[config.mk]
export PLATFORM = sky130hd
export DESIGN_NAME = mem_bridge_top
export DESIGN_NICKNAME = d
export VERILOG_FILES = /design/src/common/bridge_pkg.sv /design/src/design/mem_bridge_top.sv /design/src/design/pipe_reg.sv /design/src/read/read_arbiter.sv /design/src/read/read_return.sv /design/src/write/write_buffer.sv
export SDC_FILE = /design/constraint.sdc
export NUM_CORES = 1
export LEC_CHECK = 0
export BUFFER_PORTS_ARGS = -buffer_cell sky130_fd_sc_hd__buf_4
export CAP_MARGIN = 20
export CORE_AREA = 2 2 146 148
export DETAILED_ROUTE_END_ITERATION = 10
export DIE_AREA = 0 0 148 150
export PLACE_DENSITY = 0.67
export SLEW_MARGIN = 20
export SYNTH_ARGS = -nofsm -noshare
export SYNTH_HDL_FRONTEND = slang
export SYNTH_SLANG_ARGS = --single-unit
[constraint.sdc]
create_clock -name aclk -period 6.7 [get_ports aclk]
set_input_delay 1.34 -clock aclk [delete_from_list [all_inputs] [get_ports aclk]]
set_output_delay 1.34 -clock aclk [all_outputs]
set_load 0.05 [all_outputs]
[src/common/bridge_pkg.sv]
package bridge_pkg;

  localparam int ADDR_W = 32;
  localparam int DATA_W = 32;
  localparam int STRB_W = 4;
  localparam int ID_W   = 4;
  localparam int LEN_W  = 8;

  // fixed AXI ids per requester
  localparam logic [ID_W-1:0] ID_INST = 4'd0;
  localparam logic [ID_W-1:0] ID_DATA = 4'd1;

  // read address channel payload, 44 bits
  typedef struct packed {
    logic [ID_W-1:0]   id;
    logic [ADDR_W-1:0] addr;
    logic [LEN_W-1:0]  len;
  } ar_req_t;

  // single-word store, 68 bits
  typedef struct packed {
    logic [ADDR_W-1:0] addr;
    logic [STRB_W-1:0] strb;
    logic [DATA_W-1:0] data;
  } wr_req_t;

endpackage

[src/design/mem_bridge_top.sv]
`timescale 1ns/1ns

module mem_bridge_top import bridge_pkg::*; #(
  parameter int LINE_BEATS = 4
) (
  input  logic              aclk,
  input  logic              i_rst_n,
  // instruction read requests
  input  logic              i_ird_req,
  input  logic [ADDR_W-1:0] i_ird_addr,
  input  logic              i_ird_line,
  output logic              o_ird_rdy,
  // data read requests
  input  logic              i_drd_req,
  input  logic [ADDR_W-1:0] i_drd_addr,
  input  logic              i_drd_line,
  output logic              o_drd_rdy,
  // stores
  input  logic              i_dwr_req,
  input  logic [ADDR_W-1:0] i_dwr_addr,
  input  logic [STRB_W-1:0] i_dwr_strb,
  input  logic [DATA_W-1:0] i_dwr_data,
  output logic              o_dwr_rdy,
  // return ports
  output logic              o_iret_valid,
  output logic              o_iret_last,
  output logic [DATA_W-1:0] o_iret_data,
  output logic              o_dret_valid,
  output logic              o_dret_last,
  output logic [DATA_W-1:0] o_dret_data,
  // axi read address
  output logic [ID_W-1:0]   o_arid,
  output logic [ADDR_W-1:0] o_araddr,
  output logic [LEN_W-1:0]  o_arlen,
  output logic              o_arvalid,
  input  logic              i_arready,
  // axi read data
  input  logic [ID_W-1:0]   i_rid,
  input  logic [DATA_W-1:0] i_rdata,
  input  logic              i_rlast,
  input  logic              i_rvalid,
  output logic              o_rready,
  // axi write address
  output logic [ID_W-1:0]   o_awid,
  output logic [ADDR_W-1:0] o_awaddr,
  output logic              o_awvalid,
  input  logic              i_awready,
  // axi write data
  output logic [DATA_W-1:0] o_wdata,
  output logic [STRB_W-1:0] o_wstrb,
  output logic              o_wlast,
  output logic              o_wvalid,
  input  logic              i_wready,
  // axi write response
  input  logic [ID_W-1:0]   i_bid,
  input  logic [1:0]        i_bresp,
  input  logic              i_bvalid,
  output logic              o_bready
);

  ar_req_t arb_ar_data;
  ar_req_t ar_q;
  logic    arb_ar_valid;
  logic    ar_slot_ready;
  logic    inst_done;
  logic    data_done;
  logic    wbuf_empty;

  read_arbiter #(
    .LINE_BEATS(LINE_BEATS)
  ) u_read_arbiter (
    .aclk        (aclk),
    .i_rst_n     (i_rst_n),
    .i_ird_req   (i_ird_req),
    .i_ird_addr  (i_ird_addr),
    .i_ird_line  (i_ird_line),
    .i_drd_req   (i_drd_req),
    .i_drd_addr  (i_drd_addr),
    .i_drd_line  (i_drd_line),
    .i_wbuf_empty(wbuf_empty),
    .i_ar_ready  (ar_slot_ready),
    .i_inst_done (inst_done),
    .i_data_done (data_done),
    .o_ird_rdy   (o_ird_rdy),
    .o_drd_rdy   (o_drd_rdy),
    .o_ar_valid  (arb_ar_valid),
    .o_ar_data   (arb_ar_data)
  );

  pipe_reg #(
    .payload_t(ar_req_t)
  ) u_ar_reg (
    .aclk   (aclk),
    .i_rst_n(i_rst_n),
    .i_valid(arb_ar_valid),
    .i_data (arb_ar_data),
    .o_ready(ar_slot_ready),
    .o_valid(o_arvalid),
    .o_data (ar_q),
    .i_ready(i_arready)
  );

  assign o_arid   = ar_q.id;
  assign o_araddr = ar_q.addr;
  assign o_arlen  = ar_q.len;

  read_return u_read_return (
    .aclk        (aclk),
    .i_rst_n     (i_rst_n),
    .i_rvalid    (i_rvalid),
    .i_rid       (i_rid),
    .i_rdata     (i_rdata),
    .i_rlast     (i_rlast),
    .o_rready    (o_rready),
    .o_iret_valid(o_iret_valid),
    .o_iret_last (o_iret_last),
    .o_iret_data (o_iret_data),
    .o_dret_valid(o_dret_valid),
    .o_dret_last (o_dret_last),
    .o_dret_data (o_dret_data),
    .o_inst_done (inst_done),
    .o_data_done (data_done)
  );

  write_buffer u_write_buffer (
    .aclk      (aclk),
    .i_rst_n   (i_rst_n),
    .i_dwr_req (i_dwr_req),
    .i_dwr_addr(i_dwr_addr),
    .i_dwr_strb(i_dwr_strb),
    .i_dwr_data(i_dwr_data),
    .i_awready (i_awready),
    .i_wready  (i_wready),
    .i_bvalid  (i_bvalid),
    .o_dwr_rdy (o_dwr_rdy),
    .o_awvalid (o_awvalid),
    .o_awaddr  (o_awaddr),
    .o_wvalid  (o_wvalid),
    .o_wdata   (o_wdata),
    .o_wstrb   (o_wstrb),
    .o_bready  (o_bready),
    .o_empty   (wbuf_empty)
  );

  // single-beat stores from the data side only
  assign o_awid  = ID_DATA;
  assign o_wlast = 1'b1;

endmodule

[src/design/pipe_reg.sv]
`timescale 1ns/1ns

module pipe_reg #(
  parameter type payload_t = logic
) (
  input  logic     aclk,
  input  logic     i_rst_n,
  input  logic     i_valid,
  input  payload_t i_data,
  output logic     o_ready,
  output logic     o_valid,
  output payload_t o_data,
  input  logic     i_ready
);

  logic     out_valid;
  logic     skid_valid;
  payload_t out_data;
  payload_t skid_data;
  logic     accept;
  logic     advance;

  // ready only depends on the skid slot, so it comes straight from a flop
  assign o_ready = ~skid_valid;
  assign accept  = i_valid & ~skid_valid;
  assign advance = ~out_valid | i_ready;

  assign o_valid = out_valid;
  assign o_data  = out_data;

  always_ff @(posedge aclk) begin
    if (!i_rst_n) begin
      out_valid  <= 1'b0;
      skid_valid <= 1'b0;
    end else if (advance) begin
      out_valid  <= skid_valid | accept;
      skid_valid <= 1'b0;
    end else if (accept) begin
      // output stalled, park the new item
      skid_valid <= 1'b1;
    end
  end

  always_ff @(posedge aclk) begin
    if (advance) begin
      out_data <= skid_valid ? skid_data : i_data;
    end
    if (!advance && accept) begin
      skid_data <= i_data;
    end
  end

endmodule

[src/read/read_arbiter.sv]
`timescale 1ns/1ns

module read_arbiter import bridge_pkg::*; #(
  parameter int LINE_BEATS = 4
) (
  input  logic              aclk,
  input  logic              i_rst_n,
  input  logic              i_ird_req,
  input  logic [ADDR_W-1:0] i_ird_addr,
  input  logic              i_ird_line,
  input  logic              i_drd_req,
  input  logic [ADDR_W-1:0] i_drd_addr,
  input  logic              i_drd_line,
  input  logic              i_wbuf_empty,
  input  logic              i_ar_ready,
  input  logic              i_inst_done,
  input  logic              i_data_done,
  output logic              o_ird_rdy,
  output logic              o_drd_rdy,
  output logic              o_ar_valid,
  output ar_req_t           o_ar_data
);

  localparam logic [LEN_W-1:0] LINE_LEN = LEN_W'(LINE_BEATS - 1);

  logic inst_busy;
  logic data_busy;
  logic ird_fire;
  logic drd_fire;

  // loads wait behind a pending store
  assign o_drd_rdy = ~data_busy & i_wbuf_empty & i_ar_ready;
  assign drd_fire  = i_drd_req & o_drd_rdy;

  // data side wins a tie
  assign o_ird_rdy = ~inst_busy & i_ar_ready & ~drd_fire;
  assign ird_fire  = i_ird_req & o_ird_rdy;

  assign o_ar_valid = drd_fire | ird_fire;

  always_comb begin
    if (drd_fire) begin
      o_ar_data.id   = ID_DATA;
      o_ar_data.addr = i_drd_addr;
      o_ar_data.len  = i_drd_line ? LINE_LEN : '0;
    end else begin
      o_ar_data.id   = ID_INST;
      o_ar_data.addr = i_ird_addr;
      o_ar_data.len  = i_ird_line ? LINE_LEN : '0;
    end
  end

  // one read in flight per side
  always_ff @(posedge aclk) begin
    if (!i_rst_n) begin
      inst_busy <= 1'b0;
      data_busy <= 1'b0;
    end else begin
      if (ird_fire) begin
        inst_busy <= 1'b1;
      end else if (i_inst_done) begin
        inst_busy <= 1'b0;
      end
      if (drd_fire) begin
        data_busy <= 1'b1;
      end else if (i_data_done) begin
        data_busy <= 1'b0;
      end
    end
  end

endmodule

[src/read/read_return.sv]
`timescale 1ns/1ns

module read_return import bridge_pkg::*; (
  input  logic              aclk,
  input  logic              i_rst_n,
  input  logic              i_rvalid,
  input  logic [ID_W-1:0]   i_rid,
  input  logic [DATA_W-1:0] i_rdata,
  input  logic              i_rlast,
  output logic              o_rready,
  output logic              o_iret_valid,
  output logic              o_iret_last,
  output logic [DATA_W-1:0] o_iret_data,
  output logic              o_dret_valid,
  output logic              o_dret_last,
  output logic [DATA_W-1:0] o_dret_data,
  output logic              o_inst_done,
  output logic              o_data_done
);

  logic inst_beat;
  logic data_beat;

  // return ports have no back-pressure
  assign o_rready = 1'b1;

  assign inst_beat = i_rvalid & (i_rid == ID_INST);
  assign data_beat = i_rvalid & (i_rid == ID_DATA);

  assign o_inst_done = inst_beat & i_rlast;
  assign o_data_done = data_beat & i_rlast;

  always_ff @(posedge aclk) begin
    if (!i_rst_n) begin
      o_iret_valid <= 1'b0;
      o_dret_valid <= 1'b0;
    end else begin
      o_iret_valid <= inst_beat;
      o_dret_valid <= data_beat;
    end
  end

  always_ff @(posedge aclk) begin
    if (inst_beat) begin
      o_iret_data <= i_rdata;
      o_iret_last <= i_rlast;
    end
    if (data_beat) begin
      o_dret_data <= i_rdata;
      o_dret_last <= i_rlast;
    end
  end

endmodule

[src/write/write_buffer.sv]
`timescale 1ns/1ns

module write_buffer import bridge_pkg::*; (
  input  logic              aclk,
  input  logic              i_rst_n,
  input  logic              i_dwr_req,
  input  logic [ADDR_W-1:0] i_dwr_addr,
  input  logic [STRB_W-1:0] i_dwr_strb,
  input  logic [DATA_W-1:0] i_dwr_data,
  input  logic              i_awready,
  input  logic              i_wready,
  input  logic              i_bvalid,
  output logic              o_dwr_rdy,
  output logic              o_awvalid,
  output logic [ADDR_W-1:0] o_awaddr,
  output logic              o_wvalid,
  output logic [DATA_W-1:0] o_wdata,
  output logic [STRB_W-1:0] o_wstrb,
  output logic              o_bready,
  output logic              o_empty
);

  wr_req_t store_q;
  logic    full;
  logic    aw_pend;
  logic    w_pend;
  logic    take;
  logic    resp_done;

  assign o_dwr_rdy = ~full;
  assign o_empty   = ~full;
  assign take      = i_dwr_req & ~full;

  // both beats sent, now waiting on B
  assign o_bready  = full & ~aw_pend & ~w_pend;
  assign resp_done = o_bready & i_bvalid;

  assign o_awvalid = aw_pend;
  assign o_wvalid  = w_pend;
  assign o_awaddr  = store_q.addr;
  assign o_wdata   = store_q.data;
  assign o_wstrb   = store_q.strb;

  always_ff @(posedge aclk) begin
    if (!i_rst_n) begin
      full    <= 1'b0;
      aw_pend <= 1'b0;
      w_pend  <= 1'b0;
    end else if (take) begin
      full    <= 1'b1;
      aw_pend <= 1'b1;
      w_pend  <= 1'b1;
    end else begin
      // aw and w may complete in either order
      if (aw_pend && i_awready) begin
        aw_pend <= 1'b0;
      end
      if (w_pend && i_wready) begin
        w_pend <= 1'b0;
      end
      if (resp_done) begin
        full <= 1'b0;
      end
    end
  end

  always_ff @(posedge aclk) begin
    if (take) begin
      store_q.addr <= i_dwr_addr;
      store_q.strb <= i_dwr_strb;
      store_q.data <= i_dwr_data;
    end
  end

endmodule
==> out/results.txt, run 1 <==
status: completed
input/output buffers: 358
fin. max-slew vios: 0
Starting Density: 36.9%
Synth Area in XOR/XNOR: 0%
Ant. Diodes: 0
Post-Synthesis Cells: 379
hold bufs inserted after CTS: 0
largest family of logic cells by synthesized area: simple AND/OR/NAND/NOR gates
detailed-router iteration count before antenna repair: 4
RSZ-0062 raised after global routing: no
WL/cell: 20.5 microns
CTS tree: built
I/O pins: 380
area share of fa/ha/maj cells after synthesis: 0%
die area: 0.0222 sq mm
DR vias: 4940
Leakage: 4.56 nW
crit path time final: 3.67 ns
Final Hold Fails: 0
slew margin rel.: 35.9%
first-pass GRT wire length: 30300 microns
remaining antenna violation count: 0
synthesized area per cell: 20.2 sq um
Post-synth EDFFs: 202
initial antenna violation count: 0
Finished Layout Cells: 1043
postcts setup bufs: 0
fmax: 0.273 GHz
critical-path maximum fanout: 36
Primary FF master, synth: edfxtp_1
final wirelength: 21400 microns
DP Wirelength: 15700 microns
maximum clock path buffer count: 3
worst min-delay path category: reg -> reg
proportion of synthesized area in mux cells: 4.86%
Synth async-reset ratio: 0%
CTS resizes: 0
vias per cell: 4.74
share of cells above drive strength 1: 57.8%
filler cell count: 1700
Die Span Y: 150 microns
FP Rows: 53
mapped cell area: 0.00764 sq mm
Total Power: 3.44 mW
Cell Area, Placed: 0.0106 sq mm
Max-Cap Viols: 0
number of distinct library cells after synthesis: 26
clk_lat worst skew: 0.51 ns
kind of critical path: in -> out
critical path endpoint category: primary output
Yosys warnings: 0
CP required: 5.36 ns
fin nets: 937
CTS Buf Count: 24
crit path DAT: 2.33 ns
dpl ws: 2.59 ns
Worst Setup Start Kind: input pin
DRC errors left: 0
Core Footprint: 0.0207 sq mm
Placed Cells: 999
CTS Sinks: 211
FF+latch count, synth: 211
simple-gate area share of the yosys netlist: 5.29%
total track usage: 18.1%
Layout area overhead: 49.0%
post-synthesis compound-gate area fraction: 5.21%
Iter 0 DRT Violations: 208
fin area: 0.0114 sq mm
Clock Skew: 0.0163 ns
H-tree depth: 1
Peak VDD IR: 146 uV
Final GP Congestion: 0.789
Slew @ Worst Pin: 0.948 ns
setup_tns: 0 ns
total gr overflow: 0
pin count of the biggest net entering global routing: 74
final period utilization: 54.7%
number of global-route vias before repair: 4989
PwrDens: 302 mW/mm^2
post-synthesis sequential area ratio: 81.7%
# setup viols final: 0
clock slew at reported path FFs: 0.06 ns
Die X: 148 microns
worst setup margin: 3.03 ns
CTS root buf: clkbuf_16
[critical path, stage by stage]
cell and delay (ns):
buf_4 0.09, nor3b_4 0.15, buf_4 0.41, nor3_1 0.09, buf_4 0.23
[path summary, 6_finish.rpt]
| path | start | to | slack, ns | depth (start not counted) |
|---|---|---|---|---|
| setup / recovery | i_drd_req | o_ird_rdy | 3.03 | 5 |
| hold / removal | u_ar_reg.skid_data[40] | u_ar_reg.o_data[40] | 0.53 | 1 |
| setup reg to reg | u_ar_reg.skid_valid | u_ar_reg.skid_data[37] | 3.54 | 6 |
| hold reg to reg | u_ar_reg.skid_data[40] | u_ar_reg.o_data[40] | 0.53 | 1 |
[kinds of logic after synthesis]
kind of cell           Yosys count
AO/OA/AOI/OAI                   44
buffers and inverters           36
flip-flops                     211
multiplexers                    33
other                            2
AND/OR/NAND/NOR                 53
[cells in the mapped netlist (2+ instances only)]
master | instances | share of area (%)
nand2b_1 | 2 | 0.16
clkbuf_1 | 7 | 0.34
nor2b_1 | 5 | 0.41
buf_2 | 8 | 0.52
and2_1 | 2 | 0.16
mux2_1 | 2 | 0.29
nor3_1 | 4 | 0.26
edfxtp_1 | 202 | 79
nor3b_1 | 34 | 3.3
and3_1 | 2 | 0.16
dfxtp_1 | 9 | 2.4
conb_1 | 2 | 0.098
buf_4 | 19 | 1.9
o21ai_0 | 3 | 0.20
a221o_1 | 33 | 4.3
a21oi_1 | 3 | 0.20
mux2_2 | 31 | 4.6
inv_1 | 2 | 0.098
o21a_1 | 2 | 0.20
[per-layer routing]
layer,global-route usage (%),vias to the layer above,share of wire (%)
met5,0,-,0
met4,7.10,0,3.1
met3,5.03,38,8.3
met2,33.4,249,54
met1,19.7,2400,35
li1,-,2253,-
[cell type report]
class                      instances  area [sq um]  share of cell area [%]
multi-input combinational        145          1250                    11.0
timing repair buffer             366          2750                    24.1
sequential                       211          6250                    54.8
clock inverter                    19           186                    1.64
inverter                           2          7.51                  0.0659
clock buffer                      25           604                    5.31
tap                              275           344                    3.02
[flip-flops by register name, indices dropped and copies added, names as in the netlist]
| register | cells |
|---|---|
| u_ar_reg.o_data | 34 |
| u_read_return.o_iret_valid | 1 |
| u_write_buffer.o_awaddr | 32 |
| u_write_buffer.full | 1 |
| u_read_arbiter.data_busy | 1 |
| u_read_return.o_iret_data | 32 |
| u_write_buffer.o_wstrb | 4 |
| u_read_arbiter.inst_busy | 1 |
| u_read_return.o_dret_valid | 1 |
| u_read_return.o_dret_last | 1 |
| u_ar_reg.skid_data | 34 |
| u_write_buffer.o_awvalid | 1 |
| u_ar_reg.skid_valid | 1 |
| u_ar_reg.o_valid | 1 |
| u_write_buffer.o_wvalid | 1 |
| u_read_return.o_dret_data | 32 |
| u_write_buffer.o_wdata | 32 |
| u_read_return.o_iret_last | 1 |
[where the power goes]
| group | switching [mW] | internal (mW) | total, mW |
|---|---|---|---|
| Clock | 0.534 | 0.745 | 1.28 |
| Sequential | 0.0264 | 1.54 | 1.57 |
| Combinational | 0.389 | 0.205 | 0.594 |
| Total | 0.950 | 2.49 | 3.44 |
[cells in the final DEF, fill, tap and decap left out, drive strengths merged]
master and n:
a211oi 1, a21boi 1, a21o 1, a21oi 3, a221o 33, and2 2
and3 2, buf 366, bufinv 2, clkbuf 25, clkinv 10, clkinvlp 5
conb 15, dfxtp 9, edfxtp 202, inv 4, mux2 33, nand2b 2
nand4b 1, nor2b 5, nor3 4, nor3b 35, nor4b 2, o21a 2
o21ai 3
[per-stage QoR]
| step | utilization, % | hold WS [ns] |
|---|---|---|
| floorplan | - | 0.499 |
| global placement | 51.2 | 0.511 |
| detailed placement | 51.2 | 0.505 |
| CTS | 55.0 | 0.528 |
| global route | 55.1 | 0.560 |
| finish | 55.1 | 0.528 |
Note: power is estimated with default switching activity, not from simulation.
==> run 2, diff against run 1 <==
CORE_AREA = 2 2 148 150   (was 2 2 146 148)
DIE_AREA = 0 0 150 152   (was 0 0 148 150)
PLACE_DENSITY = 0.68   (was 0.67)
clock period = 3.1 ns   (was 6.7 ns; I/O delays follow)
==> out/results.txt, run 2 (same netlist as run 1, synthesis figures left out) <==
Worst Setup Start Kind: register
Starting Density: 35.8% (-1.1 points)
Leakage: 4.58 nW (+0.37%)
worst setup margin: 0.689 ns (-2.34 ns)
final period utilization: 77.8%
total gr overflow: 0 (unchanged)
register area: 0.00625 sq mm (unchanged)
Core Footprint: 0.0214 sq mm (+3.2%)
FP Rows: 54 (+1.9%)
Total Power: 7.40 mW (+120%)
CTS Sinks: 211 (unchanged)
DR vias: 4851 (-1.8%)
crit path time final: 2.41 ns
postcts setup bufs: 0 (unchanged)
commonest non-fill, non-tap cell in the layout: buf_4
Iter 0 DRT Violations: 257 (+24%)
die area: 0.0228 sq mm (+2.7%)
DP Wirelength: 14800 microns (-5.9%)
RSZ-0062 raised after global routing: no
hold bufs inserted after CTS: 0 (unchanged)
Ant. Diodes: 0 (unchanged)
H-tree depth: 1 (unchanged)
dpl ws: 0.740 ns (-1.85 ns)
total track usage: 16.6% (-1.5 points)
PwrDens: 649 mW/mm^2 (+110%)
setup_tns: 0 ns (unchanged)
max incr delay on CP: 0.61 ns (+0.20 ns)
share of cells above drive strength 1: 57.5% (-0.28 points)
remaining antenna violation count: 0 (unchanged)
filler cell count: 1804 (+6.1%)
critical path endpoint category: primary output
clk_lat worst skew: 0.50 ns (about the same)
CTS root buf: clkbuf_16
DRC errors left: 0 (unchanged)
status: completed
vias per cell: 4.62 (-2.5%)
worst min-delay path category: in -> reg
Die Span Y: 152 microns (+1.3%)
number of global-route vias before repair: 4675 (-6.3%)
Peak VDD IR: 498 uV (+240%)
Final Hold Fails: 0 (unchanged)
kind of critical path: reg -> out
crit path buf inv count: 2 (-1)
Slew @ Worst Pin: 0.669 ns (-0.279 ns)
critical-path maximum fanout: 6 (-83%)
fmax: 0.415 GHz
WL/cell: 19.2 microns (-6.3%)
input/output buffers: 358 (unchanged)
crit path DAT: 1.79 ns (-0.54 ns)
CTS tree: built
Layout area overhead: 49.1% (about the same)
fin nets: 939 (+0.21%)
CTS Buf Count: 24 (unchanged)
Final GP Congestion: 0.768 (-2.5%)
final hold slack: 0.291 ns (-0.237 ns)
final wirelength: 20200 microns (-5.7%)
multi-input logic area: 0.00125 sq mm (unchanged)
Clock Skew: 0.00610 ns (-0.0102 ns)
delay-heaviest family, CP: flip-flops
detailed-router iteration count before antenna repair: 5 (+1)
CTS resizes: 0 (unchanged)
Critical Path, Cell by Cell: inv_1 > nor3_1 > buf_4
slew margin rel.: 54.8% (+19 points)
CP required: 2.48 ns (-2.88 ns)
Die X: 150 microns (+1.4%)
Crit-path slowest cell: dfxtp_1
initial antenna violation count: 0 (unchanged)
Max-Cap Viols: 0 (unchanged)
clock slew at reported path FFs: 0.06 ns (about the same)
maximum clock path buffer count: 3 (unchanged)
fin. max-slew vios: 0 (unchanged)
# setup viols final: 0 (unchanged)
I/O pins: 380 (unchanged)
commonest non-fill, non-tap cells in the layout: buf_4, edfxtp_1, nor3b_1, a221o_1, mux2_2
pin count of the biggest net entering global routing: 60 (-19%)
first-pass GRT wire length: 28600 microns (-5.9%)
[run 2: changes by cell type in the layout (fill, tap and decap cells not counted), moves of 2 or more]
| cell | previous run | this run |
|---|---|---|
| buf_4 | 366 | 368 |
| clkbuf_1 | 1 | 3 |
| clkinv_2 | 3 | 5 |
| clkinvlp_4 | 5 | 2 |
[run 2: where the power goes]
part	leakage, nW	switching [mW]	internal [mW]	total (mW)
Combinational	2.21	0.829	0.445	1.27
Sequential	1.99	0.0554	3.33	3.39
Clock	0.379	1.10	1.64	2.74
Total	4.58	1.99	5.42	7.40
[run 2: layer usage]
metal | vias to the layer above | wire (microns) | GRT usage (%)
li1 | 2253 | - | -
met1 | 2314 | 6950 | 18.0
met2 | 253 | 10400 | 29.8
met3 | 31 | 2300 | 6.58
met4 | 0 | 476 | 4.94
met5 | - | 0 | 0
[run 2: layout make-up]
class	count	share of cell area, %
Tap cell	280	3.07
Clock buffer	28	5.59
Multi-Input combinational cell	145	11.0
Timing Repair Buffer	368	24.2
Clock inverter	16	1.24
Inverter	2	0.0659
Sequential cell	211	54.8
[run 2: path summary, 6_finish.rpt]
kind / startpoint / to / slack [ns] / cells past startpoint
setup / recovery: u_write_buffer.full / o_bready / 0.69 / 3
hold / removal: i_bvalid / u_write_buffer.full / 0.29 / 2
setup reg to reg: u_write_buffer.full / u_ar_reg.skid_data[11] / 1.02 / 3
hold reg to reg: u_ar_reg.skid_data[40] / u_ar_reg.o_data[40] / 0.53 / 1
[run 2: through the flow]
stage	utilization, %	std cells	cell area, sq um
after CTS	53.4	1050	11400
after floorplan	-	392	7710
after global placement	49.7	1006	10600
after global routing	53.4	1050	11400
after detailed placement	49.7	1006	10600
final	53.4	1050	11400
